===== src/logic/ooo_pkg.sv =====
`default_nettype none

package ooo_pkg;

	// register data width.
	localparam int xlen = 32;

	// architectural registers, x0 hardwired to zero.
	localparam int num_regs = 32;

	// reorder buffer entries. tag arithmetic wraps, so keep this a power of two.
	localparam int rob_depth = 8;

	// a register or result value.
	typedef logic [xlen-1:0] xlen_t;

	// architectural register number.
	typedef logic [$clog2(num_regs)-1:0] reg_idx_t;

	// reorder buffer slot, doubles as the rename tag.
	typedef logic [$clog2(rob_depth)-1:0] tag_t;

	// occupancy, 0 up to rob_depth inclusive.
	typedef logic [$clog2(rob_depth):0] count_t;

endpackage

`default_nettype wire


===== src/logic/rob_status_if.sv =====
`timescale 1ns/10ps
`default_nettype none

// per-entry reorder buffer state plus retire and flush events.
interface rob_status_if;
	logic entry_valid [ooo_pkg::rob_depth];
	logic entry_rdy [ooo_pkg::rob_depth]; // result written back.
	ooo_pkg::reg_idx_t entry_rd [ooo_pkg::rob_depth];
	ooo_pkg::xlen_t entry_data [ooo_pkg::rob_depth];
	ooo_pkg::tag_t head; // oldest entry.
	logic commit; // head retires at this edge.
	logic flush;
	ooo_pkg::tag_t flush_tag; // last surviving entry.

	modport rob (
		output entry_valid,
		output entry_rdy,
		output entry_rd,
		output entry_data,
		output head,
		output commit,
		output flush,
		output flush_tag
	);

	modport regfile (
		input entry_valid,
		input entry_rdy,
		input entry_rd,
		input entry_data,
		input head,
		input commit,
		input flush,
		input flush_tag
	);
endinterface

`default_nettype wire


===== src/logic/reorder_buffer.sv =====
`timescale 1ns/10ps
`default_nettype none

module reorder_buffer (
	input wire logic clk,
	input wire logic rst,
	input wire logic dispatch,
	input wire ooo_pkg::reg_idx_t disp_rd,
	input wire logic wb_valid,
	input wire ooo_pkg::tag_t wb_tag,
	input wire ooo_pkg::xlen_t wb_data,
	input wire logic flush,
	input wire ooo_pkg::tag_t flush_tag,
	output ooo_pkg::tag_t disp_tag,
	output logic rob_full,
	output logic commit_valid,
	output ooo_pkg::reg_idx_t commit_rd,
	output ooo_pkg::xlen_t commit_data,
	rob_status_if.rob status
);
	logic valid [ooo_pkg::rob_depth];
	logic rdy [ooo_pkg::rob_depth];
	ooo_pkg::reg_idx_t rd [ooo_pkg::rob_depth];
	ooo_pkg::xlen_t data [ooo_pkg::rob_depth];
	logic keep [ooo_pkg::rob_depth]; // entry survives a flush.

	ooo_pkg::tag_t head;
	ooo_pkg::tag_t tail;
	ooo_pkg::count_t count;
	ooo_pkg::count_t count_next;
	ooo_pkg::tag_t span; // distance head to flush_tag.
	logic accept;
	logic wb_hit;

	assign accept = dispatch && !rob_full && !flush;
	assign wb_hit = wb_valid && valid[wb_tag];
	assign span = flush_tag - head;

	assign disp_tag = tail; // next free slot.
	assign rob_full = (count == ooo_pkg::count_t'(ooo_pkg::rob_depth));

	// in-order retire, one per cycle.
	assign commit_valid = valid[head] && rdy[head];
	assign commit_rd = rd[head];
	assign commit_data = data[head];

	// survivors are head through flush_tag, counted with wrap.
	always_comb begin
		ooo_pkg::tag_t off;
		for (int i = 0; i < ooo_pkg::rob_depth; i++) begin
			off = ooo_pkg::tag_t'(i) - head;
			keep[i] = (off <= span);
		end
	end

	always_comb begin
		if (flush) begin
			count_next = ooo_pkg::count_t'(span) + ooo_pkg::count_t'(1);
		end else begin
			count_next = count;
			if (accept)
				count_next = count_next + ooo_pkg::count_t'(1);
		end
		// head retires even when a flush lands in the same cycle.
		if (commit_valid)
			count_next = count_next - ooo_pkg::count_t'(1);
	end

	always_ff @(posedge clk) begin
		if (rst) begin
			head <= '0;
			tail <= '0;
			count <= '0;
			for (int i = 0; i < ooo_pkg::rob_depth; i++) begin
				valid[i] <= 1'b0;
				rdy[i] <= 1'b0;
			end
		end else begin
			count <= count_next;
			if (wb_hit)
				rdy[wb_tag] <= 1'b1;
			if (commit_valid) begin
				valid[head] <= 1'b0;
				rdy[head] <= 1'b0;
				head <= head + ooo_pkg::tag_t'(1);
			end
			if (flush) begin
				tail <= flush_tag + ooo_pkg::tag_t'(1);
				for (int i = 0; i < ooo_pkg::rob_depth; i++) begin
					if (!keep[i]) begin
						valid[i] <= 1'b0;
						rdy[i] <= 1'b0;
					end
				end
			end else if (accept) begin
				valid[tail] <= 1'b1;
				rdy[tail] <= 1'b0;
				tail <= tail + ooo_pkg::tag_t'(1);
			end
		end
	end

	// destination and result payload.
	always_ff @(posedge clk) begin
		if (accept)
			rd[tail] <= disp_rd;
		if (wb_hit)
			data[wb_tag] <= wb_data;
	end

	always_comb begin
		for (int i = 0; i < ooo_pkg::rob_depth; i++) begin
			status.entry_valid[i] = valid[i];
			status.entry_rdy[i] = rdy[i];
			status.entry_rd[i] = rd[i];
			status.entry_data[i] = data[i];
		end
	end

	assign status.head = head;
	assign status.commit = commit_valid;
	assign status.flush = flush;
	assign status.flush_tag = flush_tag;

	occupancy_bound: assert property (@(posedge clk) disable iff (rst)
		count <= ooo_pkg::count_t'(ooo_pkg::rob_depth))
		else $error("reorder buffer holds %0d entries, more than its depth", count);

	wb_live_entry: assert property (@(posedge clk) disable iff (rst)
		wb_valid |-> valid[wb_tag])
		else $error("writeback to tag %0d, which holds no instruction", wb_tag);

endmodule

`default_nettype wire


===== src/logic/rename_regfile.sv =====
`timescale 1ns/10ps
`default_nettype none

module rename_regfile (
	input wire logic clk,
	input wire logic rst,
	input wire logic dispatch,
	input wire logic rob_full,
	input wire ooo_pkg::reg_idx_t disp_rd,
	input wire ooo_pkg::tag_t disp_tag,
	input wire ooo_pkg::reg_idx_t rs1,
	input wire ooo_pkg::reg_idx_t rs2,
	rob_status_if.regfile status,
	output logic rs1_busy,
	output ooo_pkg::xlen_t rs1_val,
	output logic rs2_busy,
	output ooo_pkg::xlen_t rs2_val
);
	ooo_pkg::xlen_t regs [ooo_pkg::num_regs]; // committed values.
	logic busy [ooo_pkg::num_regs];
	ooo_pkg::tag_t tag [ooo_pkg::num_regs]; // youngest pending writer.

	// mapping rebuilt from the entries that survive a flush.
	logic rec_busy [ooo_pkg::num_regs];
	ooo_pkg::tag_t rec_tag [ooo_pkg::num_regs];

	ooo_pkg::reg_idx_t head_rd;
	ooo_pkg::xlen_t head_data;
	logic rename;

	assign head_rd = status.entry_rd[status.head];
	assign head_data = status.entry_data[status.head];

	// flush blocks a dispatch too, handled by the flush branch below.
	assign rename = dispatch && !rob_full && (disp_rd != '0);

	// busy bit on top, value or zero-extended tag below.
	function automatic logic [ooo_pkg::xlen:0] read_port(ooo_pkg::reg_idx_t idx);
		ooo_pkg::tag_t t;
		t = tag[idx];
		if (!busy[idx])
			return {1'b0, regs[idx]};
		if (status.entry_rdy[t])
			return {1'b0, status.entry_data[t]}; // forward from the reorder buffer.
		return {1'b1, ooo_pkg::xlen_t'(t)};
	endfunction

	assign {rs1_busy, rs1_val} = read_port(rs1);
	assign {rs2_busy, rs2_val} = read_port(rs2);

	// walk survivors oldest first, so the last match is the youngest writer.
	// a head that retires this edge no longer counts as pending.
	always_comb begin
		ooo_pkg::tag_t span;
		ooo_pkg::tag_t idx;
		span = status.flush_tag - status.head;
		for (int r = 0; r < ooo_pkg::num_regs; r++) begin
			rec_busy[r] = 1'b0;
			rec_tag[r] = '0;
			for (int k = 0; k < ooo_pkg::rob_depth; k++) begin
				idx = status.head + ooo_pkg::tag_t'(k);
				if (r != 0 && ooo_pkg::tag_t'(k) <= span
						&& !(k == 0 && status.commit)
						&& status.entry_valid[idx]
						&& status.entry_rd[idx] == ooo_pkg::reg_idx_t'(r)) begin
					rec_busy[r] = 1'b1;
					rec_tag[r] = idx;
				end
			end
		end
	end

	always_ff @(posedge clk) begin
		if (rst) begin
			for (int r = 0; r < ooo_pkg::num_regs; r++) begin
				regs[r] <= '0;
				busy[r] <= 1'b0;
				tag[r] <= '0;
			end
		end else begin
			if (status.commit && head_rd != '0)
				regs[head_rd] <= head_data;
			if (status.flush) begin
				for (int r = 0; r < ooo_pkg::num_regs; r++) begin
					busy[r] <= rec_busy[r];
					tag[r] <= rec_tag[r];
				end
			end else begin
				// a younger writer keeps the register renamed.
				if (status.commit && head_rd != '0 && tag[head_rd] == status.head)
					busy[head_rd] <= 1'b0;
				if (rename) begin
					busy[disp_rd] <= 1'b1; // overrides a same-cycle commit.
					tag[disp_rd] <= disp_tag;
				end
			end
		end
	end

	x0_not_renamed: assert property (@(posedge clk) disable iff (rst) !busy[0])
		else $error("register 0 marked busy with tag %0d", tag[0]);

endmodule

`default_nettype wire


===== src/logic/rename_core.sv =====
`timescale 1ns/10ps
`default_nettype none

module rename_core (
	input wire logic clk,
	input wire logic rst,
	input wire logic dispatch,
	input wire ooo_pkg::reg_idx_t disp_rd,
	input wire ooo_pkg::reg_idx_t rs1,
	input wire ooo_pkg::reg_idx_t rs2,
	input wire logic wb_valid,
	input wire ooo_pkg::tag_t wb_tag,
	input wire ooo_pkg::xlen_t wb_data,
	input wire logic flush,
	input wire ooo_pkg::tag_t flush_tag,
	output ooo_pkg::tag_t disp_tag,
	output logic rob_full,
	output logic rs1_busy,
	output ooo_pkg::xlen_t rs1_val,
	output logic rs2_busy,
	output ooo_pkg::xlen_t rs2_val,
	output logic commit_valid,
	output ooo_pkg::reg_idx_t commit_rd,
	output ooo_pkg::xlen_t commit_data
);
	rob_status_if status ();

	reorder_buffer rob (
		.clk (clk),
		.rst (rst),
		.dispatch (dispatch),
		.disp_rd (disp_rd),
		.wb_valid (wb_valid),
		.wb_tag (wb_tag),
		.wb_data (wb_data),
		.flush (flush),
		.flush_tag (flush_tag),
		.disp_tag (disp_tag),
		.rob_full (rob_full),
		.commit_valid (commit_valid),
		.commit_rd (commit_rd),
		.commit_data (commit_data),
		.status (status.rob)
	);

	// tag and full flag come back from the buffer for renaming.
	rename_regfile rf (
		.clk (clk),
		.rst (rst),
		.dispatch (dispatch),
		.rob_full (rob_full),
		.disp_rd (disp_rd),
		.disp_tag (disp_tag),
		.rs1 (rs1),
		.rs2 (rs2),
		.status (status.regfile),
		.rs1_busy (rs1_busy),
		.rs1_val (rs1_val),
		.rs2_busy (rs2_busy),
		.rs2_val (rs2_val)
	);

endmodule

`default_nettype wire


===== config.mk =====
export PLATFORM = sky130hd
export DESIGN_NAME = rename_core
export DESIGN_NICKNAME = d
export VERILOG_FILES = /design/src/logic/ooo_pkg.sv /design/src/logic/rob_status_if.sv /design/src/logic/reorder_buffer.sv /design/src/logic/rename_regfile.sv /design/src/logic/rename_core.sv
export SDC_FILE = /design/constraint.sdc
export NUM_CORES = 2
export LEC_CHECK = 0
export BUFFER_PORTS_ARGS = -buffer_cell sky130_fd_sc_hd__buf_2
export CELL_PAD_IN_SITES_DETAIL_PLACEMENT = 2
export CELL_PAD_IN_SITES_GLOBAL_PLACEMENT = 2
export CORE_MARGIN = 2
export CORE_UTILIZATION = 45
export DETAILED_ROUTE_END_ITERATION = 8
export PLACE_DENSITY_LB_ADDON = 0.1
export SYNTH_ARGS = -nofsm -noshare
export SYNTH_HDL_FRONTEND = slang
export SYNTH_HIERARCHICAL = 1
export SYNTH_SLANG_ARGS = --single-unit
export TNS_END_PERCENT = 50

===== constraint.sdc =====
create_clock -name clk -period 6.64 [get_ports clk]
set_input_delay 0.332 -clock clk [delete_from_list [all_inputs] [get_ports clk]]
set_output_delay 0.332 -clock clk [all_outputs]
set_load 0.01 [all_outputs]

[After elaboration in Yosys (flattened, before gate mapping)]
Memory sizes are Yosys's and may differ from the RTL's. A register that Yosys moved wholly into a read port is not among the register bits.
Index checks and enable logic that the tools add are counted.
Storage, ports and cells
  register bits after elaboration: 10
  memory bits (writable): 1464
  bits of input ports: 58
  output and inout bits: 108
  memories: 7
Cells by class
  $add $sub $neg: 21
  $lt $le $gt $ge: 26
  equality and inequality tests: 261
  muxes and demuxes: 742
  bitwise gates (word level): 123
  reduce and logical (&&, ||, !) cells: 276
Memory list
  rf.regs: words 32, bits a word 32, rd ports 2, clocked after memory_dff 0, write ports 32, RTL line rename_regfile.sv:19  | ooo_pkg::xlen_t regs [ooo_pkg::num_regs];
  rob.data: words 8, bits a word 32, rd ports 9, clocked after memory_dff 1, write ports 1, RTL line reorder_buffer.sv:24  | ooo_pkg::xlen_t data [ooo_pkg::rob_depth];
  rf.tag: words 32, bits a word 3, rd ports 3, clocked after memory_dff 0, write ports 32, RTL line rename_regfile.sv:21  | ooo_pkg::tag_t tag [ooo_pkg::num_regs];
  rob.rd: words 8, bits a word 5, rd ports 9, clocked after memory_dff 1, write ports 1, RTL line reorder_buffer.sv:23  | ooo_pkg::reg_idx_t rd [ooo_pkg::rob_depth];
  rf.busy: words 32, bits a word 1, rd ports 2, clocked after memory_dff 0, write ports 32, RTL line rename_regfile.sv:20  | logic busy [ooo_pkg::num_regs];
  rob.rdy: words 8, bits a word 1, rd ports 9, clocked after memory_dff 1, write ports 10, RTL line reorder_buffer.sv:22  | logic rdy [ooo_pkg::rob_depth];
  +1 memories
Operator list (count)
  3-bit two-way mux: 293
  5-bit equality test, second input constant: 128
  1-bit two-way mux: 390
  5-bit by 4-bit equality test with 1-bit output, second input constant: 64
  32-bit binary-select mux with 3-bit select: 3
  1-bit logical AND: 264
  33-bit two-way mux: 8
  32-bit two-way mux: 7
  5-bit by 3-bit equality test with 1-bit output, second input constant: 32
  5-bit binary-select mux with 3-bit select: 8
  5-bit two-way mux: 20
  5-bit by 2-bit equality test with 1-bit output, second input constant: 16
  1-bit OR: 80
  5-bit by 1-bit equality test with 1-bit output, second input constant: 8
  4-bit greater-or-equal comparator, second input constant: 10
  3-bit inverter with 4-bit output: 10
  32-bit OR reduction: 1
  1-bit binary-select mux with 3-bit select: 10
  3-bit equality test, second input constant: 8
  3-bit less-or-equal comparator: 8
  1-bit bitwise AND: 22
  3-bit adder, second input constant: 4
  3-bit equality test: 4
  3-bit less-or-equal comparator, first input constant: 4
  other kinds (19): 47

[Depth between registers and ports, before layout]
  depth after elaboration: 17
  depth in mapped cells: 22
  gate-level depth less buffers: 14

[By module]
The synthesis kept the hierarchy.
By module, submodules not included
  rename_regfile: times used 1, cells an instance 6947, area an instance 79989.2 um^2, seq. area each 34272.9 um^2
  reorder_buffer: times used 1, cells an instance 745, area an instance 13725.7 um^2, seq. area each 9469.1 um^2

[Worst setup path after synthesis]
No wires, ideal clock.
  kind: flip-flop to flip-flop
  start: register rob.head[0] (netlist: rob/status.head[0])
  end: memory rf/tag[24][2] (netlist name), data pin
  arrival time: 4.743 ns
  required time: 6.383 ns
  setup slack: 1.641 ns
  cell stages (with the launch flop): 19
  buffers on the path: 7
  clock period less this slack: 4.999 ns
  cell sequence: dfxtp_1 > buf_6 > buf_12 > buf_12 > inv_2 > buf_1 > clkbuf_1 > ha_1 > buf_2 > buf_2 > mux4_2 > or3_1 > a221oi_2 > nand2b_1 > and2_1 > a21oi_1 > nor3_1 > or4_1 > a32o_1
RTL lines
  from (decl): RTL line reorder_buffer.sv:27  | ooo_pkg::tag_t head;
  from (signal assigned): RTL line reorder_buffer.sv:85  | head <= head + ooo_pkg::tag_t'(1);
  to (decl): RTL line rename_regfile.sv:21

==> flow_summary.yaml <==
synthesis:
  synth_top_flop_cell: "edfxtp_1"
  synthesis.area_sq_um: 93700
  synth_cells: 7692
  postSynthRegisterBits: 1477
  synth-seq-area-share_pct: 46.7
  synthesis.area_per_instance_sq_um: 12.2
  yosysWarningCount: 6
  synth_enable_flop_cells: 1416
  synth_async_sr_flop_share_pct: 0
  netlist-cell-type-count: 116
grt:
  first_global_vias: 81637
  antenna_found_initial: 47
  maximum_number_of_pins_on_one_net_before_global_route_repair: 134
  global_route.overflow_total: 0
  global_route_wire_length_before_repair_microns: 658000
  globalRouteTotalUtil_pct: 44.6
setup_path:
  reg2regPathDepth: 9
  r2r_end: "rf/busy[5]"
  timing.reg2reg.setup_slack_ns: 0.61
  worstSetupPathDepth: 9
  setup.worst_path.start_class: "flop"
  critPathMaxStageDelay_ns: 1.09
  startpoint: "rob/status.head[1]"
  data_arrival_time_at_the_worst_slack_endpoint_ns: 6.69
  cp_cell_sequence: "buf_4 -> mux4_2 -> mux2_2 -> a21oi_2 -> a22oi_1 -> nand4_1 -> nand4_2 -> nor4b_4 -> a31oi_1"
  cp_max_fo: 45
  critical-path-slowest-cell: "a21oi_2"
  worstPathRequired_ns: 7.30
  critical_path_buf_inv_count: 1
  endpoint_kind: "flop"
  critical_path.endpoint: "rf/busy[5]"
  crit_type: "reg -> reg"
  crit_family: "compound AO/OA/AOI/OAI gates"
  r2r-start: "rob/status.head[1]"
status:
  status: "finished clean"
sta:
  finalHoldWorstSlack_ns: 0.0339
  setup_tns_ns: 0
  final-hold-violation-count: 0
  period_needed_ns: 6.03
  setup_skew_ns: 0.0756
  slew_violations: 0
  grt_setup_unrepaired: "no"
  slew_at_the_pin_closest_to_its_max_slew_limit_ns: 1.47
  final_period_util_pct: 90.8
  report.final.setup_viol: 0
  maxSlewHeadroom_pct: 2.32
  highest_attainable_clock_frequency_ghz: 0.166
floorplanning:
  die_area_sq_um: 212000
  placeableCoreArea_sq_um: 207000
  die_width_microns: 460
  number_of_placed_i_o_pins: 166
  die_height_microns: 460
  initial_utilization_pct: 45.3
  row_count: 167
hold_path:
  worstHoldPathType: "in -> reg"
  hp-start: "wb_tag[1]"
  hold_path_depth: 3
route:
  remaining_drc_errors: 0
  antenna_left: 0
  detail_route.first_pass.iterations: 5
  wl_per_cell_microns: 44.9
  dr_iter_0_viols: 12162
  vias: 79717
  vias_per_cell: 7.51
  finalWirelength_microns: 477000
final_layout:
  final_layout_size_suffix_gt1_share_pct: 26.8
  final_area_sq_um: 104000
  signed_area_change_from_the_synthesized_netlist_to_the_final_layout_pct: 11.5
  multi_input_comb_area_sq_um: 47700
  fin_nets: 7756
  n_fill_cell: 19794
  final-seq-area_sq_um: 43800
  finish.cell_count_without_fillers: 10619
placement:
  placement.io_buffers: 165
  dp_cells: 10252
  place_congestion: 1.02
  placement.cell_area_sq_um: 98600
  detailedPlacementHpwl_microns: 311000
clocking:
  cts_tree: "built"
  htree_levels: 4
  setup_fix_buffers_added_after_clock_tree_synthesis: 0
  clk_root_buffer_cell: "clkbuf_16"
  worst_skew_pair_latency_ns: 0.87
  cts_buffer_depth: 3
  cts_num_sinks: 1477
  clock_transition_at_the_registers_of_the_reported_paths_ns: 0.06
  cts-buffers-inserted: 170
job:
  max-cap-violations: 0
pwr:
  vdd.ir_drop.worst_mv: 0.306
  power.leakage_nw: 36.1
  power.density_nw_per_um2: 225
## power breakdown
| part | internal [mW] | switching [mW] | total, mW |
|---|---|---|---|
| clock | 5.20 | 4.29 | 9.49 |
| combinational | 1.21 | 2.13 | 3.34 |
| sequential | 10.5 | 0.245 | 10.7 |
| total | 16.9 | 6.67 | 23.5 |
## worst min-delay path by stage
stage                           to  slack, ns
global route          rob/rd[6][2]       0.04
detailed placement      rf/busy[0]       0.50
floorplan           rob/data[0][0]       0.43
finish                  rob/rdy[4]       0.03
CTS                     rob/rdy[4]      0.003
global placement        rf/busy[0]       0.46
## through the flow
stage               util [%]  total power [mW]  setup WS (ns)
floorplan                  -              12.6           1.64
global placement        47.6              13.9          0.957
detailed placement      47.6              14.1          0.770
CTS                     50.4              23.5          0.813
global route            50.4              23.9          0.621
finish                  50.4              23.5          0.612
## sequential cells by signal (all words and copies together) (netlist names), named ones only
signal           count
rob/rdy              8
rf/busy             32
rf/regs           1024
rob/rd              40
rf/tag              96
rob/data           256
rob/valid            8
rob/status.head      3
rob/count            4
rob/disp_tag         3
## worst reg2reg max path, cell delays in order (launching register included)
cell and delay (ns):
dfxtp_4 0.75, buf_4 0.68, mux4_2 0.54, mux2_2 0.50, a21oi_2 1.10, a22oi_1 0.48, nand4_1 0.24, nand4_2 0.38
nor4b_4 0.98, a31oi_1 0.23
## layout by cell type, fill, tap and decap left out, drive strengths merged, types with 19 or more instances in the layout
cell         count
and3            60
mux4           929
nand3          135
a22oi           43
edfxtp        1416
nand2          703
a2111oi         26
mux2           241
a221o           20
nand2b          91
a31oi           61
nor3           121
dfxtp           61
a31o            24
inv             56
o221ai          19
nor3b           25
buf            470
mux2i          236
nor4            36
clkinv          68
o211ai          93
and2            32
clkbuf         222
o21ai          422
ha              20
nand3b          20
o31ai           24
dlygate4sd3     40
nand4           34
a21oi          209
o22ai           23
conb            35
a22o            20
o21a            19
a211oi          49
a221oi          48
nor2          1341
or3             30
nor2b           51
## cell usage after synthesis (all sizes together), types with 25 or more instances
cell type / instances / area (sq um)
edfxtp: 1416 / 42500
nor2: 1341 / 5040
mux4: 929 / 20900
nand2: 703 / 2640
clkbuf: 532 / 2040
o21ai: 422 / 2120
mux2: 241 / 2710
mux2i: 236 / 2370
a21oi: 209 / 1050
buf: 199 / 1050
nand3: 135 / 676
nor3: 121 / 611
o211ai: 93 / 698
nand2b: 91 / 584
a31oi: 61 / 382
dfxtp: 61 / 1220
and3: 60 / 382
nor2b: 51 / 327
a211oi: 49 / 373
a221oi: 48 / 427
inv: 47 / 176
a22oi: 43 / 328
nor4: 36 / 253
nand4: 34 / 219
and2: 32 / 201
or3: 30 / 188
a2111oi: 26 / 278
nor3b: 25 / 193
## layout make-up
cell class,count,area share [%]
clock buffer,222,4.44
sequential,1477,41.9
antenna,15,0.0359
multi-input combinational,5468,45.6
inverter,49,0.181
clock inverter,90,0.770
tap,2788,3.34
timing repair buffer,510,3.71
## layer usage
layer | part of all wire [%] | wire, microns | up-vias | track usage (%)
li1 | - | - | 29880 | -
met3 | 12 | 58500 | 1667 | 12.1
met1 | 36 | 170000 | 41802 | 56.9
met4 | 7.7 | 36800 | 26 | 28.7
met5 | 0.029 | 138 | - | 0
met2 | 44 | 212000 | 6342 | 67.1
## kinds of logic (layout without fill, tap and decap cells)
logic type / after synthesis / count (layout) / synth area share, %
simple gates: 2727 / 2727 / 12.7
flops: 1477 / 1477 / 46.7
mux: 1406 / 1406 / 27.8
compound gates: 1251 / 1251 / 8.75
buf+inv: 781 / 871 / 3.52
fa+ha+maj: 25 / 25 / 0.342
xor+xnor: 24 / 24 / 0.263
other cells: 1 / 50 / 0.00400
## repair_timing
action / CTS / global route
gates resized for setup: 0 / 0
hold buffers: 40 / 0
setup endpoints to repair: 0 / 0
hold endpoints to repair: 275 / 0
Power figures use the tool's default switching activity.
